**src/sim/program.hex**
```
// One 32-bit instruction word per line in hex, loaded from word address 0
// Fields: op1 31:27, rx 26:22, ry 21:17, low 16:0 (rz 16:12, op2 4:0)
083C0004 // addi r30, r0, 4      loop address
80030120 // lw   r1, switches
80050100 // lw   r2, keys
0000B004 // not  r11, r0
00443001 // add  r3, r1, r2
00D63001 // add  r3, r3, r11
00D63000 // sub  r3, r3, r11
38C800F0 // xori r4, r3, 0xF0
410A0001 // shli r5, r4, 1
980B0020 // sw   r5, ledr
00446000 // sub  r6, r1, r2
598E0001 // srai r7, r6, 1
980E0100 // sw   r7, 0x100(r0)
80100100 // lw   r8, 0x100(r0)
2A12FFFF // andi r9, r8, 0xFFFF
0240A006 // or   r10, r9, r0
98150000 // sw   r10, hex
D0440002 // blt  r1, r2, +2
C0440003 // beq  r1, r2, +3
C8440004 // bne  r1, r2, +4
08180001 // addi r12, r0, 1
C0000003 // beq  r0, r0, +3
08180002 // addi r12, r0, 2
C0000001 // beq  r0, r0, +1
08180004 // addi r12, r0, 4
98190040 // sw   r12, ledg
78000000 // unknown opcode
FFBE0000 // jal  r31, r30

```
**src/niuPkg.sv**
```systemverilog
package niuPkg;

    typedef logic [31:0] word_t;
    typedef logic [4:0]  regIdx_t;
    typedef logic [4:0]  opcode_t;
    typedef logic [16:0] imm_t;
    typedef logic [10:0] memIdx_t;

    // low holds rz in 16:12 and op2 in 4:0
    typedef struct packed {
        opcode_t op1;
        regIdx_t rx;
        regIdx_t ry;
        imm_t    low;
    } instr_t;

    // Codes match the secondary opcodes
    typedef enum logic [4:0] {
        FuncSub = 5'b00000,
        FuncAdd = 5'b00001,
        FuncNot = 5'b00100,
        FuncAnd = 5'b00101,
        FuncOr  = 5'b00110,
        FuncXor = 5'b00111,
        FuncShl = 5'b01000,
        FuncShr = 5'b01010,
        FuncSra = 5'b01011,
        FuncEq  = 5'b10000,
        FuncNeq = 5'b10001,
        FuncLt  = 5'b10010,
        FuncLe  = 5'b10011
    } aluFunc_t;

    typedef enum logic [2:0] {
        BusNone,
        BusPc,
        BusReg,
        BusMdr,
        BusAlu,
        BusImm,
        BusImmX4
    } busSrc_t;

    typedef enum logic [1:0] {
        FieldRx,
        FieldRy,
        FieldRz
    } regField_t;

    typedef enum logic [4:0] {
        Fetch,
        Decode,
        AluLoadB,
        AluLoadA,
        AluCompute,
        AluWrite,
        LwLoadA,
        LwLoadB,
        LwAdd,
        LwMar,
        LwWait,
        LwWrite,
        SwLoadA,
        SwLoadB,
        SwAdd,
        SwMar,
        SwWrite,
        BrLoadA,
        BrLoadB,
        BrCompare,
        BrTest,
        BrOffset,
        BrAdd,
        BrLoadPc,
        JalLink,
        JalJump
    } ctrlState_t;

    typedef struct packed {
        busSrc_t   busSrc;
        regField_t regField;
        aluFunc_t  aluFunc;
        logic      ldPc;
        logic      incPc;
        logic      ldIr;
        logic      ldMar;
        logic      wrMem;
        logic      wrReg;
        logic      ldA;
        logic      ldB;
    } ctrl_t;

    // Primary opcodes
    localparam opcode_t OpAlu  = 5'b00000;
    localparam opcode_t OpAddi = 5'b00001;
    localparam opcode_t OpAndi = 5'b00101;
    localparam opcode_t OpOri  = 5'b00110;
    localparam opcode_t OpXori = 5'b00111;
    localparam opcode_t OpShli = 5'b01000;
    localparam opcode_t OpShri = 5'b01010;
    localparam opcode_t OpSrai = 5'b01011;
    localparam opcode_t OpLw   = 5'b10000;
    localparam opcode_t OpSw   = 5'b10011;
    localparam opcode_t OpBeq  = 5'b11000;
    localparam opcode_t OpBne  = 5'b11001;
    localparam opcode_t OpBlt  = 5'b11010;
    localparam opcode_t OpBle  = 5'b11011;
    localparam opcode_t OpJal  = 5'b11111;

    localparam int    WordBytes = 4;
    localparam int    ImemWords = 2048;
    localparam int    DmemWords = 2048;
    localparam word_t PcStart   = 32'h0000_0000;

    // Memory-mapped I/O
    localparam word_t AddrHex    = 32'hFFFF_0000;
    localparam word_t AddrLedr   = 32'hFFFF_0020;
    localparam word_t AddrLedg   = 32'hFFFF_0040;
    localparam word_t AddrKey    = 32'hFFFF_0100;
    localparam word_t AddrSwitch = 32'hFFFF_0120;

    localparam string ProgramFile = "/design/src/sim/program.hex";

endpackage

```
**src/aluUnit.sv**
```systemverilog
`timescale 1ns/10ps

module aluUnit import niuPkg::*; (
    input  logic     clk,
    input  logic     reset,
    input  logic     ldA,
    input  logic     ldB,
    input  word_t    bus,
    input  aluFunc_t aluFunc,
    output word_t    result
);

    word_t a;
    word_t b;
    word_t nextResult;

    always_comb begin
        case (aluFunc)
            FuncSub: nextResult = a - b;
            FuncAdd: nextResult = a + b;
            FuncNot: nextResult = ~a;
            FuncAnd: nextResult = a & b;
            FuncOr:  nextResult = a | b;
            FuncXor: nextResult = a ^ b;
            FuncShl: nextResult = a << b[4:0];
            FuncShr: nextResult = a >> b[4:0];
            FuncSra: nextResult = $signed(a) >>> b[4:0];
            // Comparisons are signed and give 0 or 1
            FuncEq:  nextResult = word_t'(a == b);
            FuncNeq: nextResult = word_t'(a != b);
            FuncLt:  nextResult = word_t'($signed(a) < $signed(b));
            FuncLe:  nextResult = word_t'($signed(a) <= $signed(b));
            default: nextResult = '0;
        endcase
    end

    always_ff @(posedge clk or posedge reset) begin
        if (reset) begin
            a <= '0;
            b <= '0;
            result <= '0;
        end else begin
            if (ldA) begin
                a <= bus;
            end
            if (ldB) begin
                b <= bus;
            end
            result <= nextResult;
        end
    end

endmodule

```
**src/dataPath.sv**
```systemverilog
`timescale 1ns/10ps

module dataPath import niuPkg::*; (
    input  logic   clk,
    input  logic   reset,
    input  ctrl_t  ctrl,
    input  word_t  imemWord,
    input  word_t  mdr,
    output word_t  bus,
    output word_t  pc,
    output instr_t instr,
    output logic   aluTrue
);

    word_t   immExt;
    word_t   regData;
    word_t   aluResult;
    regIdx_t regSel;

    always_ff @(posedge clk or posedge reset) begin
        if (reset) begin
            pc <= PcStart;
            instr <= '0;
        end else begin
            if (ctrl.ldPc) begin
                pc <= bus;
            end else if (ctrl.incPc) begin
                pc <= pc + WordBytes;
            end
            if (ctrl.ldIr) begin
                instr <= imemWord;
            end
        end
    end

    // Sign-extend the 17-bit immediate
    assign immExt = {{15{instr.low[16]}}, instr.low};

    always_comb begin
        case (ctrl.regField)
            FieldRy: regSel = instr.ry;
            FieldRz: regSel = instr.low[16:12];
            default: regSel = instr.rx;
        endcase
    end

    always_comb begin
        case (ctrl.busSrc)
            BusPc:    bus = pc;
            BusReg:   bus = regData;
            BusMdr:   bus = mdr;
            BusAlu:   bus = aluResult;
            BusImm:   bus = immExt;
            // Branch offsets count instructions
            BusImmX4: bus = immExt << 2;
            default:  bus = '0;
        endcase
    end

    registerFile regs (
        .clk    (clk),
        .reset  (reset),
        .regSel (regSel),
        .wrReg  (ctrl.wrReg),
        .wrData (bus),
        .rdData (regData)
    );

    aluUnit alu (
        .clk     (clk),
        .reset   (reset),
        .ldA     (ctrl.ldA),
        .ldB     (ctrl.ldB),
        .bus     (bus),
        .aluFunc (ctrl.aluFunc),
        .result  (aluResult)
    );

    assign aluTrue = aluResult[0];

endmodule

```
**src/registerFile.sv**
```systemverilog
`timescale 1ns/10ps

module registerFile import niuPkg::*; (
    input  logic    clk,
    input  logic    reset,
    input  regIdx_t regSel,
    input  logic    wrReg,
    input  word_t   wrData,
    output word_t   rdData
);

    word_t regs [32];

    // r0 is an ordinary register and is not hardwired
    always_ff @(posedge clk or posedge reset) begin
        if (reset) begin
            regs <= '{default: '0};
        end else if (wrReg) begin
            regs[regSel] <= wrData;
        end
    end

    assign rdData = regs[regSel];

endmodule
```
**config.mk**
```make
export PLATFORM = sky130hd
export DESIGN_NAME = dataPath
export DESIGN_NICKNAME = d
export VERILOG_FILES = /design/src/niuPkg.sv /design/src/aluUnit.sv /design/src/dataPath.sv /design/src/registerFile.sv
export SDC_FILE = /design/constraint.sdc
export NUM_CORES = 2
export LEC_CHECK = 0
export ABC_AREA = 1
export ABC_CLOCK_PERIOD_IN_PS = 63500
export BUFFER_PORTS_ARGS = -buffer_cell sky130_fd_sc_hd__buf_2
export CAP_MARGIN = 15
export CORE_ASPECT_RATIO = 0.5
export CORE_UTILIZATION = 35
export CTS_CLUSTER_DIAMETER = 30
export CTS_CLUSTER_SIZE = 14
export DETAILED_ROUTE_END_ITERATION = 10
export HOLD_SLACK_MARGIN = 0.05
export PLACE_DENSITY = 0.53
export SLEW_MARGIN = 5
export SYNTH_ARGS = -nofsm -noshare
export SYNTH_HDL_FRONTEND = slang
export SYNTH_HIERARCHICAL = 1
export SYNTH_SLANG_ARGS = --single-unit
```
**constraint.sdc**
```tcl
create_clock -name clk -period 63.5 [get_ports clk]
set_input_delay 6.35 -clock clk [delete_from_list [all_inputs] [get_ports clk]]
set_output_delay 6.35 -clock clk [all_outputs]
set_load 0.01 [all_outputs]
```
==> metrics.csv <==
metric,value,unit
status,completed,
timing.critical_path.required,57150,ps
post_synth.cell_area_avg,6.81,sq um
clk_pin_slew,50,ps
setup_violations,0,
postCtsSetupBuffers,0,
grt_max_degree,166,
die-area,190000,sq um
p_comb_frac,0.223,
antenna_found_initial,8,
ios,181,
synthDistinctLibCells,56,
r2r_start,instr[13],
finalCritPeriodShare,0.291,
drt_wl_total,250000,um
cts_tree,built,
drt-initial-drc-count,6056,
htreeDepth,4,
internal-power,1.89,mW
core_area,187000,sq um
power_frac_seq,0.353,
p_leak,39.4,nW
ys_async_sr_fraction,1.00,
ys.flop_type,dfrtp_1,
switchingPower,0.963,mW
drtPass1Iterations,7,
root_buffer,clkbuf_16,
start_util,0.353,
cts_hold_buf,0,
cp_max_fo,53,
start_kind,input pin,
grt_pass1_wl,374000,um
place_congestion,0.986,
grt_use_total,0.259,
die_w,616,um
tns,0,ps
rrSetupSlack,56870,ps
syn_area,65900,sq um
r2r_cells,20,
clk_path_buf_depth,3,
slew_violations,0,
critPathLaunch,ctrl[13],
cts.sinks,1184,
via_per_inst,5.08,
insertion_delay,850,ps
drtAntennaViolNets,0,
vdd_drop_max,0.0260,mV
drcViolationCount,0,
clkPwrFrac,0.424,
netlist_instances,9684,
synth_edf_count,0,
post-route-min-period,18470,ps
relSlewSlack,0.241,
rsz0062_at_grt,no,
syn2layout_area_growth,15.6,%
cts-buffers-inserted,212,
grt_pass1_vias,57438,
timing.rr.end,regs/regs[792],
num_rows,112,
yosysSeqAreaShare,0.449,
yosys_warnings,6,
layout-drive-gt1-share,0.0800,
fin_nets,9751,
tightest_slew,1140,ps
cp.arrival,12120,ps
power_density,37.5,nW/um^2
dp_hpwl,157000,um
crit_end,bus[24],
p_total,2.86,mW
gr-total-overflow,0,
die_h,309,um
endpoint_kind,primary output,
drv_cap,0,
synth-seq-cells,1184,
fmax,54.2,MHz
port_buffers,178,
num_vias,62235,
swShare,0.337,
post_cts_resized,0,
critPathKind,input pin to primary output,
wl_per_cell,20.4,um
holdCritPathClass,flip-flop to flip-flop,
final-hold-violation-count,0,
skew,67.9,ps
syn_nets,9870,
-- layout by cell type, fill, tap and decap left out, drive strengths merged, types with 2 or more instances in the layout --
cell type  netlist  layout
nor3            37      37
clkinvlp         0      25
and3             3       3
and2            13      13
inv            498     521
mux2             5       5
or2              7       7
a21oi          211     211
a22oi            2       2
nor4             4       4
o21ai         1130    1130
ha             100     100
o211ai          19      19
a21boi           2       2
nand3          454     454
clkbuf         424     265
buf            193     284
nand4           48      48
o21bai           9       9
o31ai            2       2
clkinv           4      59
nor2           490     490
bufinv           0      31
xor2             8       8
o22ai           40      40
nand3b           9       9
a31oi            4       4
nand2         4774    4774
fa               2       2
dfrtp         1184    1184
diode            0       2
-- worst max-delay path, stage by stage --
cell	delay (ps)
buf_2	90
inv_1	40
ha_1	270
clkinv_1	360
o21ai_4	380
buf_4	500
buf_4	610
buf_4	730
buf_4	730
nand2_1	110
nand2_1	90
nand2_1	50
nand2_1	70
nor2_1	110
nand2_1	340
nand2_1	160
nand2_1	100
inv_1	50
nand2_1	540
buf_2	260
-- area by class of cell --
type | count | area (sq um)
antenna | 2 | 5.00
clock buffer | 265 | 5870
clock inverter | 134 | 1830
fill | 19885 | 111000
inverter | 502 | 1920
multi-input combinational | 7381 | 31900
sequential | 1184 | 29600
tap | 2508 | 3140
timing repair buffer | 284 | 1900
-- layer usage --
layer / GRT usage / share of wire / vias to the layer above
li1: - / - / 30254
met1: 0.364 / 0.46 / 29620
met2: 0.407 / 0.44 / 1922
met3: 0.0311 / 0.055 / 437
met4: 0.105 / 0.040 / 2
met5: 0 / 0.000044 / -
-- sequential cells by signal (all words and copies together) (netlist names) --
name        cells
alu/a          32
alu/b          32
alu/result     32
instr          32
pc             32
regs/regs    1024
-- kinds of logic (layout without fill, tap and decap cells) --
logic type / count (synthesis) / count (layout) / synth area share
adders and majority gates: 102 / 102 / 0.0196
other: 0 / 2 / 0
and+or+nand+nor: 5842 / 5842 / 0.350
muxes: 5 / 5 / 0.000854
AOI/OAI and AO/OA: 1424 / 1424 / 0.111
xor gates and xnor gates: 8 / 8 / 0.00106
DFF: 1184 / 1184 / 0.449
buffers and inverters: 1119 / 1185 / 0.0679
-- synthesized netlist by cell type, types with 8 or more instances --
cell      number  share of area
xor2_1         8         0.0011
nand2_1     4748           0.27
o21ai_1      209          0.016
o22ai_1       40         0.0038
inv_1        476          0.027
and2_1        13         0.0012
a21oi_1      209          0.016
nand4_1       48         0.0046
ha_1         100          0.019
o21bai_1       9         0.0010
nand3_1      449          0.034
clkbuf_1     422          0.024
nand2_2       22         0.0021
nor3_1        26         0.0020
nor3_4        10         0.0025
o211ai_1      19         0.0022
inv_2         19         0.0011
buf_2        136          0.010
o21ai_0      919          0.070
buf_1         38         0.0022
nor2_1       472          0.027
nor2_2        13         0.0012
nand3b_1       9         0.0010
dfrtp_1     1184           0.45
buf_4         12         0.0014
-- stage by stage --
stage / instances / util / hold slack, ps / cell area, sq um / setup WS (ps)
3_3_place_gp: 11851 / 0.366 / 465 / 68300 / 45090
2_1_floorplan: 9684 / - / 453 / 65900 / 28330
3_5_place_dp: 11853 / 0.366 / 472 / 68400 / 45100
4_1_cts: 12252 / 0.407 / 484 / 76100 / 45090
5_1_grt: 12259 / 0.408 / 497 / 76200 / 44940
6_report: 12260 / 0.408 / 479 / 76200 / 45030
-- how the worst min path moves through the flow --
stage	start	to	slack, ps	cells past startpoint
3_5_place_dp	regs/regs[715]	regs/regs[715]	470	2
3_3_place_gp	regs/regs[705]	regs/regs[705]	460	2
5_1_grt	regs/regs[549]	regs/regs[549]	500	2
4_1_cts	regs/regs[966]	regs/regs[966]	480	2
6_report	regs/regs[413]	regs/regs[413]	480	2
2_1_floorplan	regs/regs[576]	regs/regs[576]	450	2
-- power by group through the flow --
stage	combinational (mW)	clock, mW	sequential (mW)
after global placement	0.620	0	1.01
after floorplan	0.443	0	1.00
after global routing	0.722	1.27	1.03
final	0.636	1.21	1.01
after detailed placement	0.626	0	1.02
after CTS	0.629	1.23	1.01
No activity file was read; power rests on OpenSTA's default activity.
