===== config.mk =====
export PLATFORM = sky130hd
export DESIGN_NAME = controlUnit
export DESIGN_NICKNAME = d
export VERILOG_FILES = /design/src/niuPkg.sv /design/src/controlUnit.sv
export SDC_FILE = /design/constraint.sdc
export NUM_CORES = 1
export LEC_CHECK = 0
export ABC_AREA = 1
export BUFFER_PORTS_ARGS = -buffer_cell sky130_fd_sc_hd__buf_2
export CORE_MARGIN = 10
export CORE_UTILIZATION = 41
export DETAILED_ROUTE_END_ITERATION = 10
export GPL_TIMING_DRIVEN = 0
export PLACE_DENSITY = 0.79
export SYNTH_ARGS = -nofsm -noshare
export SYNTH_HDL_FRONTEND = slang
export SYNTH_SLANG_ARGS = --single-unit

===== constraint.sdc =====
create_clock -name clk -period 1.5 [get_ports clk]
set_clock_uncertainty 0.1 [all_clocks]
set_input_delay 0.225 -clock clk [delete_from_list [all_inputs] [get_ports clk]]
set_output_delay 0.225 -clock clk [all_outputs]
set_load 0.03 [all_outputs]

===== src/sim/program.hex =====
// One 32-bit instruction word per line in hex, loaded from word address 0
// Fields: op1 31:27, rx 26:22, ry 21:17, low 16:0 (rz 16:12, op2 4:0)
083C0004 // addi r30, r0, 4      loop address
80030120 // lw   r1, switches
80050100 // lw   r2, keys
0000B004 // not  r11, r0
00443001 // add  r3, r1, r2
00D63001 // add  r3, r3, r11
00D63000 // sub  r3, r3, r11
38C800F0 // xori r4, r3, 0xF0
410A0001 // shli r5, r4, 1
980B0020 // sw   r5, ledr
00446000 // sub  r6, r1, r2
598E0001 // srai r7, r6, 1
980E0100 // sw   r7, 0x100(r0)
80100100 // lw   r8, 0x100(r0)
2A12FFFF // andi r9, r8, 0xFFFF
0240A006 // or   r10, r9, r0
98150000 // sw   r10, hex
D0440002 // blt  r1, r2, +2
C0440003 // beq  r1, r2, +3
C8440004 // bne  r1, r2, +4
08180001 // addi r12, r0, 1
C0000003 // beq  r0, r0, +3
08180002 // addi r12, r0, 2
C0000001 // beq  r0, r0, +1
08180004 // addi r12, r0, 4
98190040 // sw   r12, ledg
78000000 // unknown opcode
FFBE0000 // jal  r31, r30


===== src/niuPkg.sv =====
package niuPkg;

    typedef logic [31:0] word_t;
    typedef logic [4:0]  regIdx_t;
    typedef logic [4:0]  opcode_t;
    typedef logic [16:0] imm_t;
    typedef logic [10:0] memIdx_t;

    // low holds rz in 16:12 and op2 in 4:0
    typedef struct packed {
        opcode_t op1;
        regIdx_t rx;
        regIdx_t ry;
        imm_t    low;
    } instr_t;

    // Codes match the secondary opcodes
    typedef enum logic [4:0] {
        FuncSub = 5'b00000,
        FuncAdd = 5'b00001,
        FuncNot = 5'b00100,
        FuncAnd = 5'b00101,
        FuncOr  = 5'b00110,
        FuncXor = 5'b00111,
        FuncShl = 5'b01000,
        FuncShr = 5'b01010,
        FuncSra = 5'b01011,
        FuncEq  = 5'b10000,
        FuncNeq = 5'b10001,
        FuncLt  = 5'b10010,
        FuncLe  = 5'b10011
    } aluFunc_t;

    typedef enum logic [2:0] {
        BusNone,
        BusPc,
        BusReg,
        BusMdr,
        BusAlu,
        BusImm,
        BusImmX4
    } busSrc_t;

    typedef enum logic [1:0] {
        FieldRx,
        FieldRy,
        FieldRz
    } regField_t;

    typedef enum logic [4:0] {
        Fetch,
        Decode,
        AluLoadB,
        AluLoadA,
        AluCompute,
        AluWrite,
        LwLoadA,
        LwLoadB,
        LwAdd,
        LwMar,
        LwWait,
        LwWrite,
        SwLoadA,
        SwLoadB,
        SwAdd,
        SwMar,
        SwWrite,
        BrLoadA,
        BrLoadB,
        BrCompare,
        BrTest,
        BrOffset,
        BrAdd,
        BrLoadPc,
        JalLink,
        JalJump
    } ctrlState_t;

    typedef struct packed {
        busSrc_t   busSrc;
        regField_t regField;
        aluFunc_t  aluFunc;
        logic      ldPc;
        logic      incPc;
        logic      ldIr;
        logic      ldMar;
        logic      wrMem;
        logic      wrReg;
        logic      ldA;
        logic      ldB;
    } ctrl_t;

    // Primary opcodes
    localparam opcode_t OpAlu  = 5'b00000;
    localparam opcode_t OpAddi = 5'b00001;
    localparam opcode_t OpAndi = 5'b00101;
    localparam opcode_t OpOri  = 5'b00110;
    localparam opcode_t OpXori = 5'b00111;
    localparam opcode_t OpShli = 5'b01000;
    localparam opcode_t OpShri = 5'b01010;
    localparam opcode_t OpSrai = 5'b01011;
    localparam opcode_t OpLw   = 5'b10000;
    localparam opcode_t OpSw   = 5'b10011;
    localparam opcode_t OpBeq  = 5'b11000;
    localparam opcode_t OpBne  = 5'b11001;
    localparam opcode_t OpBlt  = 5'b11010;
    localparam opcode_t OpBle  = 5'b11011;
    localparam opcode_t OpJal  = 5'b11111;

    localparam int    WordBytes = 4;
    localparam int    ImemWords = 2048;
    localparam int    DmemWords = 2048;
    localparam word_t PcStart   = 32'h0000_0000;

    // Memory-mapped I/O
    localparam word_t AddrHex    = 32'hFFFF_0000;
    localparam word_t AddrLedr   = 32'hFFFF_0020;
    localparam word_t AddrLedg   = 32'hFFFF_0040;
    localparam word_t AddrKey    = 32'hFFFF_0100;
    localparam word_t AddrSwitch = 32'hFFFF_0120;

    localparam string ProgramFile = "/design/src/sim/program.hex";

endpackage


===== src/controlUnit.sv =====
`timescale 1ns/10ps

module controlUnit import niuPkg::*; (
    input  logic   clk,
    input  logic   reset,
    input  instr_t instr,
    input  logic   aluTrue,
    output ctrl_t  ctrl
);

    ctrlState_t state;
    ctrlState_t nextState;
    aluFunc_t   opFunc;
    aluFunc_t   branchFunc;
    logic       isRegForm;

    assign isRegForm = (instr.op1 == OpAlu);

    // Immediate forms reuse the secondary opcode codes in op1
    always_comb begin
        if (isRegForm) begin
            opFunc = aluFunc_t'(instr.low[4:0]);
        end else begin
            opFunc = aluFunc_t'(instr.op1);
        end

        case (instr.op1)
            OpBne:   branchFunc = FuncNeq;
            OpBlt:   branchFunc = FuncLt;
            OpBle:   branchFunc = FuncLe;
            default: branchFunc = FuncEq;
        endcase
    end

    always_ff @(posedge clk or posedge reset) begin
        if (reset) begin
            state <= Fetch;
        end else begin
            state <= nextState;
        end
    end

    always_comb begin
        nextState = Fetch;
        case (state)
            Fetch:  nextState = Decode;
            Decode: begin
                case (instr.op1)
                    OpAlu, OpAddi, OpAndi, OpOri, OpXori,
                    OpShli, OpShri, OpSrai:     nextState = AluLoadB;
                    OpLw:                       nextState = LwLoadA;
                    OpSw:                       nextState = SwLoadA;
                    OpBeq, OpBne, OpBlt, OpBle: nextState = BrLoadA;
                    OpJal:                      nextState = JalLink;
                    // Unknown opcode acts as a no-op
                    default:                    nextState = Fetch;
                endcase
            end
            AluLoadB:   nextState = AluLoadA;
            AluLoadA:   nextState = AluCompute;
            AluCompute: nextState = AluWrite;
            LwLoadA:    nextState = LwLoadB;
            LwLoadB:    nextState = LwAdd;
            LwAdd:      nextState = LwMar;
            LwMar:      nextState = LwWait;
            LwWait:     nextState = LwWrite;
            SwLoadA:    nextState = SwLoadB;
            SwLoadB:    nextState = SwAdd;
            SwAdd:      nextState = SwMar;
            SwMar:      nextState = SwWrite;
            BrLoadA:    nextState = BrLoadB;
            BrLoadB:    nextState = BrCompare;
            BrCompare:  nextState = BrTest;
            BrTest:     nextState = aluTrue ? BrOffset : Fetch;
            BrOffset:   nextState = BrAdd;
            BrAdd:      nextState = BrLoadPc;
            JalLink:    nextState = JalJump;
            default:    nextState = Fetch;
        endcase
    end

    always_comb begin
        ctrl = '{busSrc: BusNone, regField: FieldRx, aluFunc: FuncAdd, default: 1'b0};
        case (state)
            Fetch: begin
                ctrl.ldIr = 1'b1;
                ctrl.incPc = 1'b1;
            end
            AluLoadB: begin
                ctrl.busSrc = isRegForm ? BusReg : BusImm;
                ctrl.regField = FieldRy;
                ctrl.ldB = 1'b1;
            end
            AluLoadA, LwLoadA, SwLoadA, BrLoadA: begin
                ctrl.busSrc = BusReg;
                ctrl.regField = FieldRx;
                ctrl.ldA = 1'b1;
            end
            AluCompute: ctrl.aluFunc = opFunc;
            AluWrite: begin
                ctrl.busSrc = BusAlu;
                ctrl.regField = isRegForm ? FieldRz : FieldRy;
                ctrl.aluFunc = opFunc;
                ctrl.wrReg = 1'b1;
            end
            LwLoadB, SwLoadB: begin
                ctrl.busSrc = BusImm;
                ctrl.ldB = 1'b1;
            end
            LwMar, SwMar: begin
                ctrl.busSrc = BusAlu;
                ctrl.ldMar = 1'b1;
            end
            LwWrite: begin
                ctrl.busSrc = BusMdr;
                ctrl.regField = FieldRy;
                ctrl.wrReg = 1'b1;
            end
            SwWrite: begin
                ctrl.busSrc = BusReg;
                ctrl.regField = FieldRy;
                ctrl.wrMem = 1'b1;
            end
            BrLoadB: begin
                ctrl.busSrc = BusReg;
                ctrl.regField = FieldRy;
                ctrl.ldB = 1'b1;
            end
            BrCompare: ctrl.aluFunc = branchFunc;
            // A takes the incremented PC whether or not the branch is taken
            BrTest: begin
                ctrl.busSrc = BusPc;
                ctrl.ldA = 1'b1;
            end
            BrOffset: begin
                ctrl.busSrc = BusImmX4;
                ctrl.ldB = 1'b1;
            end
            BrLoadPc: begin
                ctrl.busSrc = BusAlu;
                ctrl.ldPc = 1'b1;
            end
            JalLink: begin
                ctrl.busSrc = BusPc;
                ctrl.regField = FieldRy;
                ctrl.wrReg = 1'b1;
            end
            JalJump: begin
                ctrl.busSrc = BusReg;
                ctrl.regField = FieldRx;
                ctrl.ldPc = 1'b1;
            end
            default: ;
        endcase
    end

endmodule


==> results of run 1 <==
## tightest hold or removal path, stage by stage
cell and delay [ns]:
buf_2 0.08, nand2_1 0.06, inv_1 0.05, nor2_1 0.03
nand3_1 0.09
## per-layer routing
layer  routed length, µm  track usage, %  vias to the layer above
li1                    -               -                      724
met1                1770            15.1                      713
met2                2310            25.0                      135
met3                 485            4.42                       30
met4                 241            7.76                        0
met5                   0               0                        -
## final cells by class
type / instances / area [µm²]
Sequential cell: 5 / 130
Inverter: 34 / 160
Multi-Input combinational cell: 158 / 1020
Fill cell: 135 / 424
Timing Repair Buffer: 51 / 428
Tap cell: 28 / 35.0
Buffer: 2 / 31.3
Clock buffer: 4 / 26.3
## worst paths after layout
path	startpoint	end	slack [ns]
worst max-delay path	state[0]	ctrl[15]	-0.47
worst min-delay path	aluTrue	state[0]	0.21
worst max register to register	state[0]	state[2]	-0.07
worst min register to register	state[2]	state[1]	0.72
max in group asynchronous	reset	state[2]	0.77
min in group asynchronous	reset	state[1]	0.33
## placed cells by master, fill, tap and decap left out
| master | n |
|---|---|
| nand2_1 | 45 |
| nor2_1 | 30 |
| buf_6 | 21 |
| inv_1 | 19 |
| buf_4 | 17 |
| nand3_1 | 13 |
| buf_2 | 13 |
| nor2_4 | 10 |
| nand2_4 | 10 |
| nor2_2 | 10 |
| inv_2 | 7 |
| nand2_2 | 7 |
| inv_4 | 6 |
| nand3_4 | 5 |
| ha_1 | 5 |
| nand4_1 | 4 |
| o21ai_0 | 4 |
| dfrtp_2 | 4 |
| nand3_2 | 3 |
| a21oi_1 | 3 |
| clkbuf_4 | 3 |
| nand2_8 | 2 |
| o21ai_4 | 2 |
| nor3_1 | 2 |
| buf_12 | 1 |
| inv_12 | 1 |
| inv_6 | 1 |
| o21ai_1 | 1 |
| o211ai_1 | 1 |
| or2_1 | 1 |
| clkbuf_1 | 1 |
| dlygate4sd3_1 | 1 |
| dfrtp_1 | 1 |
## per-stage QoR
stage	cells	cell area (µm²)	power, W	setup WS (ns)
final	282	1830	0.00324	-0.473
after global routing	282	1830	0.00339	-0.531
after CTS	274	1590	0.00263	-0.352
after detailed placement	257	1230	0.00178	-0.364
after global placement	257	1230	0.00179	-0.369
after floorplan	199	1050	0.00140	-0.0575
## timing repair
| action | in CTS | in global routing |
|---|---|---|
| resized for setup | 80 | 49 |
| pin swaps | 10 | 13 |
| buffers inserted | 12 | 9 |
| hold endpoints to repair | 5 | 0 |
| setup endpoints to repair | 20 | 21 |
| hold buffers | 1 | 0 |
## power breakdown
part | switching, W | internal (W) | leakage (nW)
Combinational | 0.00166 | 0.00109 | 0.947
Clock | 0.0000704 | 0.000101 | 0.0150
Sequential | 0.000121 | 0.000193 | 0.0595
Total | 0.00185 | 0.00139 | 1.02
## cells by family after synthesis
| logic type | after synthesis | share of synthesized area, % |
|---|---|---|
| and+or+nand+nor | 142 | 60.2 |
| buffers and inverters | 36 | 14.8 |
| AOI/OAI and AO/OA | 11 | 6.18 |
| adders and majority gates | 5 | 6.31 |
| DFF | 5 | 12.6 |
==> impl_metrics.toml, run 1 <==
[sta]
worst_pin_slew_ns = 0.309
hold_viol = 0
setup_viol = 23
fin_crit_ns = 1.97
fmax_ghz = 0.507
rsz0062_at_grt = "yes"
post-route-period-util_pct = 132
worst_slack_ns = -0.473
fin_hold_ws_ns = 0.212
slew_viol_final = 0
tns_ns = -6.94
slew_headroom_pct = 79.2

[run_status]
status = "finished with violations"
violations = "negative setup slack"

[yosys]
synth-seq-area-share_pct = 12.6
syn_area_um2 = 992
ys_async_sr_fraction_pct = 100
yosys.area.top_type = "nand2_1"
syn_area_per_cell_um2 = 4.99
yosysMostFrequentCell = "nand2_1"
syn-num-nets = 239
synth_area_leaders = "nand2_1 24%, nor2_1 18%, dfrtp_1 13%, inv_1 12%, nand3_1 9.6%"
synth_flop_cell = "dfrtp_1"
synth-edff-count = 0
yosysUniqueCellTypes = 20
netlist.area_leader.share_pct = 23.8
yosys-top-cells-count = "63 x nand2_1, 48 x nor2_1, 33 x inv_1"
ys_warn_count = 0
syn_inst = 199
ys_seq_elements = 5

[layout]
num_antenna_cells = 0
top_regs = "state: 5 flops"
fin_util_pct = 81.2
drive_gt1_share_pct = 48.4
largest-register = "state"
fin_nets = 295
largest_reg_flops = 5
area_delta_synth_final_pct = 84.5

[drt]
dr.first_iter.drc_count = 142
routed_wl_mm = 4.81
drt_first_pass_iters = 6
drc = 0
vias = 1602
wl_per_cell_um = 17.1
ant_nets = 0
avgViaCountPerCell = 5.68

[critical_path]
worstPathMaxFanout = 5
path_class = "reg -> out"
worstSetupStartpointType = "flop"
crit_top_cell = "nor2_2"
cp_top_family = "simple AND/OR/NAND/NOR gates"
cp_num_cells = 7
critPathMaxStageDelay_ns = 0.49
crit_slowest_cell = "dfrtp_2"
crit_chain = "nand2_4 > nor2_2 > inv_2 > nor2_2 > nor2_4 > nand4_1 > buf_6"
worstPathArrival_ns = 1.65
required_ns = 1.17
end_kind = "output pin"
r2r_cells = 9
worst-path-buf-inv = 2

[floorplanning]
io_pins = 53
rows = 17
dieArea_um2 = 4790
start_util_pct = 44.0
core_area_um2 = 2250
die_h_um = 69.2
fp.dieW_um = 69.2

[hold_path]
hp-class = "in -> reg"
hold_path_depth = 5

[cts]
clock-sinks = 5
clkLatencyLatePin_ns = 0.26
clockBufferDepth = 2
clk_pin_slew_worst_paths_ns = 0.06
htreeDepth = 1
cts-root-buf = "clkbuf_4"
cts_tree = "built"
cts_made_buffers = 3

[global_route]
grt_pass1_vias = 1407
grt_overflow = 0
antenna_found_initial = 0
grt_pass1_wl_mm = 6.02
grt_usage_pct = 14.4
grt_max_degree = 9

[placement]
place_hpwl_mm = 2.60
place.gp.congestion = 0.923
io_buffers = 30

[pwr]
peakVddDrop_mv = 1.32
powerDensity_nw_per_um2 = 1770
power.leakage_nw = 1.02

[run]
cap_violations = 0
Note: power is estimated with default switching activity, not from simulation.
==> run 2: changes to the inputs <==
--- a/config.mk
+++ b/config.mk
@@ -12,6 +12,7 @@
 export DETAILED_ROUTE_END_ITERATION = 10
 export GPL_TIMING_DRIVEN = 0
 export PLACE_DENSITY = 0.79
+export SETUP_SLACK_MARGIN = 0.4
 export SYNTH_ARGS = -nofsm -noshare
 export SYNTH_HDL_FRONTEND = slang
 export SYNTH_SLANG_ARGS = --single-unit
==> run 2 against run 1 <==
Compared with the run above:
- the flow still finishes with violations (negative setup slack)
- combinational power down 4%
- core utilization up 1.3 points
- non-clock buffer count unchanged
- cell count unchanged
- critical path type unchanged
==> impl_metrics.toml, run 2 (same netlist as run 1, synthesis figures left out) <==
[run_status]
status = "finished with violations"
violations = "negative setup slack"

[placement]
io_buffers = 30
dpl.cell_count = 257
place_hpwl_mm = 2.72
place.gp.congestion = 0.910
place_area_um2 = 1310

[layout]
fin_util_pct = 82.5
final_cells = 282
most-common-layout-cells = "40 x nand2_1, 28 x nor2_1, 22 x buf_6, 20 x inv_1, 17 x buf_4"
layout_commonest_cell = "nand2_1"
num_antenna_cells = 0
drive_gt1_share_pct = 53.5
top_regs = "state: 5 flops"
largest-register = "state"
area_delta_synth_final_pct = 87.5
fin_area_um2 = 1860
fin_nets = 295
largest_reg_flops = 5

[pwr]
powerDensity_nw_per_um2 = 1690
swShare_pct = 57.7
power.leakage_nw = 1.04
peakVddDrop_mv = 1.48
power_frac_comb_pct = 84.3
power.total_w = 0.00315
power_frac_seq_pct = 10.1
clockPowerShare_pct = 5.6
p_switching_w = 0.00182
intPower_w = 0.00133

[critical_path]
r2r-start = "state[1]"
r2r_end = "state[1]"
path_class = "reg -> out"
r2r_cells = 9
worstPathMaxFanout = 6
worstPathArrival_ns = 1.65
end_kind = "output pin"
worstSetupStartpointType = "flop"
required_ns = 1.17
r2r_setup_slack_ns = -0.19

[cts]
htreeDepth = 1
cts_made_buffers = 3
cts-root-buf = "clkbuf_4"
cts_tree = "built"
clk_pin_slew_worst_paths_ns = 0.05
clock-sinks = 5
clkLatencyLatePin_ns = 0.27
clockBufferDepth = 2

[global_route]
grt_pass1_vias = 1548
grt_overflow = 0
grt_pass1_wl_mm = 7.09
grt_usage_pct = 17.1
grt_max_degree = 9
antenna_found_initial = 0

[sta]
worst_slack_ns = -0.475
hold_viol = 0
setup_viol = 21
fmax_ghz = 0.506
post-route-period-util_pct = 132
slew_headroom_pct = 75.8
fin_hold_ws_ns = 0.204
rsz0062_at_grt = "yes"
worst_pin_slew_ns = 0.360
slew_viol_final = 0
fin_crit_ns = 1.98

[drt]
routed_wl_mm = 4.81
drc = 0
ant_nets = 0
drt_first_pass_iters = 4
vias = 1627
dr.first_iter.drc_count = 190
avgViaCountPerCell = 5.77
wl_per_cell_um = 17.1

[floorplanning]
start_util_pct = 44.0
fp.dieW_um = 69.2
die_h_um = 69.2
core_area_um2 = 2250
dieArea_um2 = 4790
io_pins = 53
rows = 17

[hold_path]
hp-start = "aluTrue"
hold_path_depth = 5
min_to = "state[2]"
hp-class = "in -> reg"

[run]
cap_violations = 0
run 2: cell count changes in the layout (fill, tap and decap cells not counted), moves of 3 or more:
cell,before,now
nand2_1,45,40
nand2_2,7,11
nand3_1,13,10
nand3_2,3,8
nor2_2,10,7
nor2_4,10,15
run 2: power groups by stage:
| stage | Combinational, W | Clock, W | Sequential [W] |
|---|---|---|---|
| 2_1_floorplan | 0.00127 | 0 | 0.000277 |
| 3_3_place_gp | 0.00165 | 0 | 0.000286 |
| 3_5_place_dp | 0.00165 | 0 | 0.000288 |
| 4_1_cts | 0.00233 | 0.000171 | 0.000308 |
| 5_1_grt | 0.00280 | 0.000195 | 0.000324 |
| 6_report | 0.00265 | 0.000176 | 0.000319 |
run 2: worst max-delay path by stage:
stage	slack [ns]	to	start	cells past startpoint
floorplan	-0.05	ctrl[12]	state[1]	7
global placement	-0.36	ctrl[12]	instr[28]	8
detailed placement	-0.37	ctrl[12]	instr[28]	8
CTS	-0.40	ctrl[17]	state[1]	9
global route	-0.51	ctrl[8]	state[1]	8
finish	-0.48	ctrl[12]	state[1]	8
run 2: area by class of cell:
type / count / area, µm²
clock buffer: 4 / 26.3
inverter: 34 / 143
sequential: 5 / 130
tap: 28 / 35.0
timing repair buffer: 51 / 428
fill: 143 / 394
multi-input combinational: 158 / 1080
buffer: 2 / 22.5
run 2: metal layers:
layer | GRT usage [%] | vias up | share of wire (%)
met5 | 0 | - | 0
met4 | 14.2 | 0 | 6.4
met3 | 4.42 | 36 | 11
met2 | 29.7 | 130 | 49
met1 | 16.4 | 734 | 34
li1 | - | 727 | -
run 2: metrics by stage:
stage / TNS [ns] / setup WS (ns)
6_report: -6.87 / -0.475
5_1_grt: -7.90 / -0.510
2_1_floorplan: -0.225 / -0.0505
3_5_place_dp: -2.74 / -0.372
3_3_place_gp: -2.51 / -0.363
4_1_cts: -5.59 / -0.396
run 2: worst max-delay path: stages, from the launching register on:
cell	delay, ns
dfrtp_2	0.50
inv_2	0.13
nand2_4	0.07
nor2_4	0.15
nand2_4	0.10
nand2_8	0.10
inv_4	0.05
o21ai_4	0.12
buf_6	0.14
run 2: timing repair:
item                       in CTS  in global routing
setup endpoints to repair      23                 23
resized for setup              78                 28
buffers inserted               15                  5
pin swaps                      15                 10
hold endpoints to repair        5                  0
hold buffers                    1                  0
==> run 3: changes to the inputs <==
--- a/config.mk
+++ b/config.mk
@@ -7,7 +7,7 @@
 export LEC_CHECK = 0
 export ABC_AREA = 1
 export BUFFER_PORTS_ARGS = -buffer_cell sky130_fd_sc_hd__buf_2
-export CORE_MARGIN = 10
+export CORE_MARGIN = 1.5
 export CORE_UTILIZATION = 41
 export DETAILED_ROUTE_END_ITERATION = 10
 export GPL_TIMING_DRIVEN = 0
==> run 3 against run 2 <==
Compared with the run above:
- the run still ends with negative setup slack left
- cell count up 4.6%
- via count rose by 9.4%
- maximum frequency fell by 0.72%
- critical endpoint is now state[3]
- die area down 43%
- hold slack gained 0.055 ns
- clock power up 3%
- largest cell class unchanged
- global-route usage grew 17 points
- largest power group unchanged
- clock-buffer cell count unchanged
- sequential share of layout area is 0.51 points lower
- non-clock buffer count up 13
- combinational power up 18%
==> impl_metrics.toml, run 3 (same netlist as run 1, synthesis figures left out) <==
[sta]
tns_ns = -8.34
fin_crit_ns = 1.99
fin_hold_ws_ns = 0.259
hold_viol = 0
rsz0062_at_grt = "yes"
fmax_ghz = 0.503
setup_viol = 23
worst_slack_ns = -0.489
post-route-period-util_pct = 133
worst_pin_slew_ns = 0.390
slew_headroom_pct = 74.0
slew_viol_final = 0

[layout]
layout_commonest_cell = "nand2_1"
fin_util_pct = 89.0
num_antenna_cells = 0
most-common-layout-cells = "38 x nand2_1, 28 x nor2_1, 28 x buf_6, 24 x buf_4, 18 x inv_1"
top_regs = "state: 5 flops"
area_delta_synth_final_pct = 102
fin_nets = 308
largest_reg_flops = 5
fillers = 100
drive_gt1_share_pct = 55.4
largest-register = "state"

[drt]
ant_nets = 0
avgViaCountPerCell = 6.03
wl_per_cell_um = 19.3
drc = 0
drt_first_pass_iters = 5
dr.first_iter.drc_count = 111
routed_wl_mm = 5.71
vias = 1780

[global_route]
grt_usage_pct = 33.8
antenna_found_initial = 0
grt_pass1_wl_mm = 6.78
grt_max_degree = 9
grt_pass1_vias = 1467
grt_overflow = 0

[critical_path]
required_ns = 1.50
r2r_setup_slack_ns = -0.49
path_class = "reg -> reg"
worstPathArrival_ns = 1.99
end_kind = "flop"
r2r-start = "state[0]"
r2r_cells = 12
r2r_end = "state[3]"
worstSetupStartpointType = "flop"
worstPathMaxFanout = 5

[pwr]
peakVddDrop_mv = 1.80
power.total_w = 0.00364
powerDensity_nw_per_um2 = 1810
power.leakage_nw = 1.11

[cts]
clkLatencyLatePin_ns = 0.27
cts_made_buffers = 3
htreeDepth = 1
cts_tree = "built"
clockBufferDepth = 2
cts-root-buf = "clkbuf_4"
clk_pin_slew_worst_paths_ns = 0.07
clock-sinks = 5

[hold_path]
hp-start = "aluTrue"
min_to = "state[2]"
hp-class = "in -> reg"
hold_path_depth = 5

[floorplanning]
io_pins = 53
dieArea_um2 = 2720
start_util_pct = 44.0
core_area_um2 = 2250
die_h_um = 52.2
fp.dieW_um = 52.2
rows = 17

[placement]
pre_cts_slack_ns = -0.401
io_buffers = 30
place_hpwl_mm = 2.49
place.gp.congestion = 0.957

[run_status]
violations = "negative setup slack"
status = "finished with violations"

[run]
cap_violations = 0
## run 3: layout make-up
type | count | area (µm²) | area share, %
Sequential cell | 5 | 130 | 6.48
Timing Repair Buffer | 64 | 554 | 27.6
Multi-Input combinational cell | 158 | 1080 | 53.7
Clock buffer | 4 | 26.3 | 1.31
Inverter | 34 | 158 | 7.86
Tap cell | 28 | 35.0 | 1.75
Buffer | 2 | 26.3 | 1.31
## run 3: worst max-delay path by stage
stage,startpoint,endpoint
after detailed placement,instr[28],ctrl[12]
after global placement,instr[28],ctrl[12]
after global routing,state[0],state[0]
final,state[0],state[3]
after floorplan,state[1],ctrl[12]
after CTS,state[0],ctrl[8]
## run 3: routing by layer
layer	part of all wire, %	track usage [%]	wire, µm
met1	34	39.4	1920
met5	0	0	0
met3	12	12.6	669
met2	46	55.7	2620
met4	8.7	13.2	498
## run 3: worst max-delay path, cell delays in order, from the launching register on
cell     delay, ns
dfrtp_2       0.52
nor2_4        0.08
nand2_4       0.11
inv_4         0.05
buf_4         0.14
buf_6         0.11
buf_6         0.10
buf_6         0.10
buf_6         0.11
nand2_2       0.07
nand2_2       0.08
nor2_1        0.10
nand3_1       0.12
## run 3: per-stage QoR
| stage | instances | instance area (µm²) |
|---|---|---|
| after global routing | 295 | 2010 |
| after global placement | 257 | 1310 |
| final | 295 | 2010 |
| after detailed placement | 257 | 1310 |
| after CTS | 282 | 1770 |
| after floorplan | 199 | 1120 |
## run 3: timing repair
action	in CTS	in global routing
setup endpoints to repair	23	23
resized for setup	87	36
setup buffers	20	13
hold endpoints to repair	5	0
pin swaps	23	17
hold buffers	1	0
## run 3: power by group
group | total, W | switching [W] | internal (W)
sequential | 0.000339 | 0.000147 | 0.000192
combinational | 0.00312 | 0.00183 | 0.00129
clock | 0.000181 | 0.0000795 | 0.000102
total | 0.00364 | 0.00206 | 0.00158
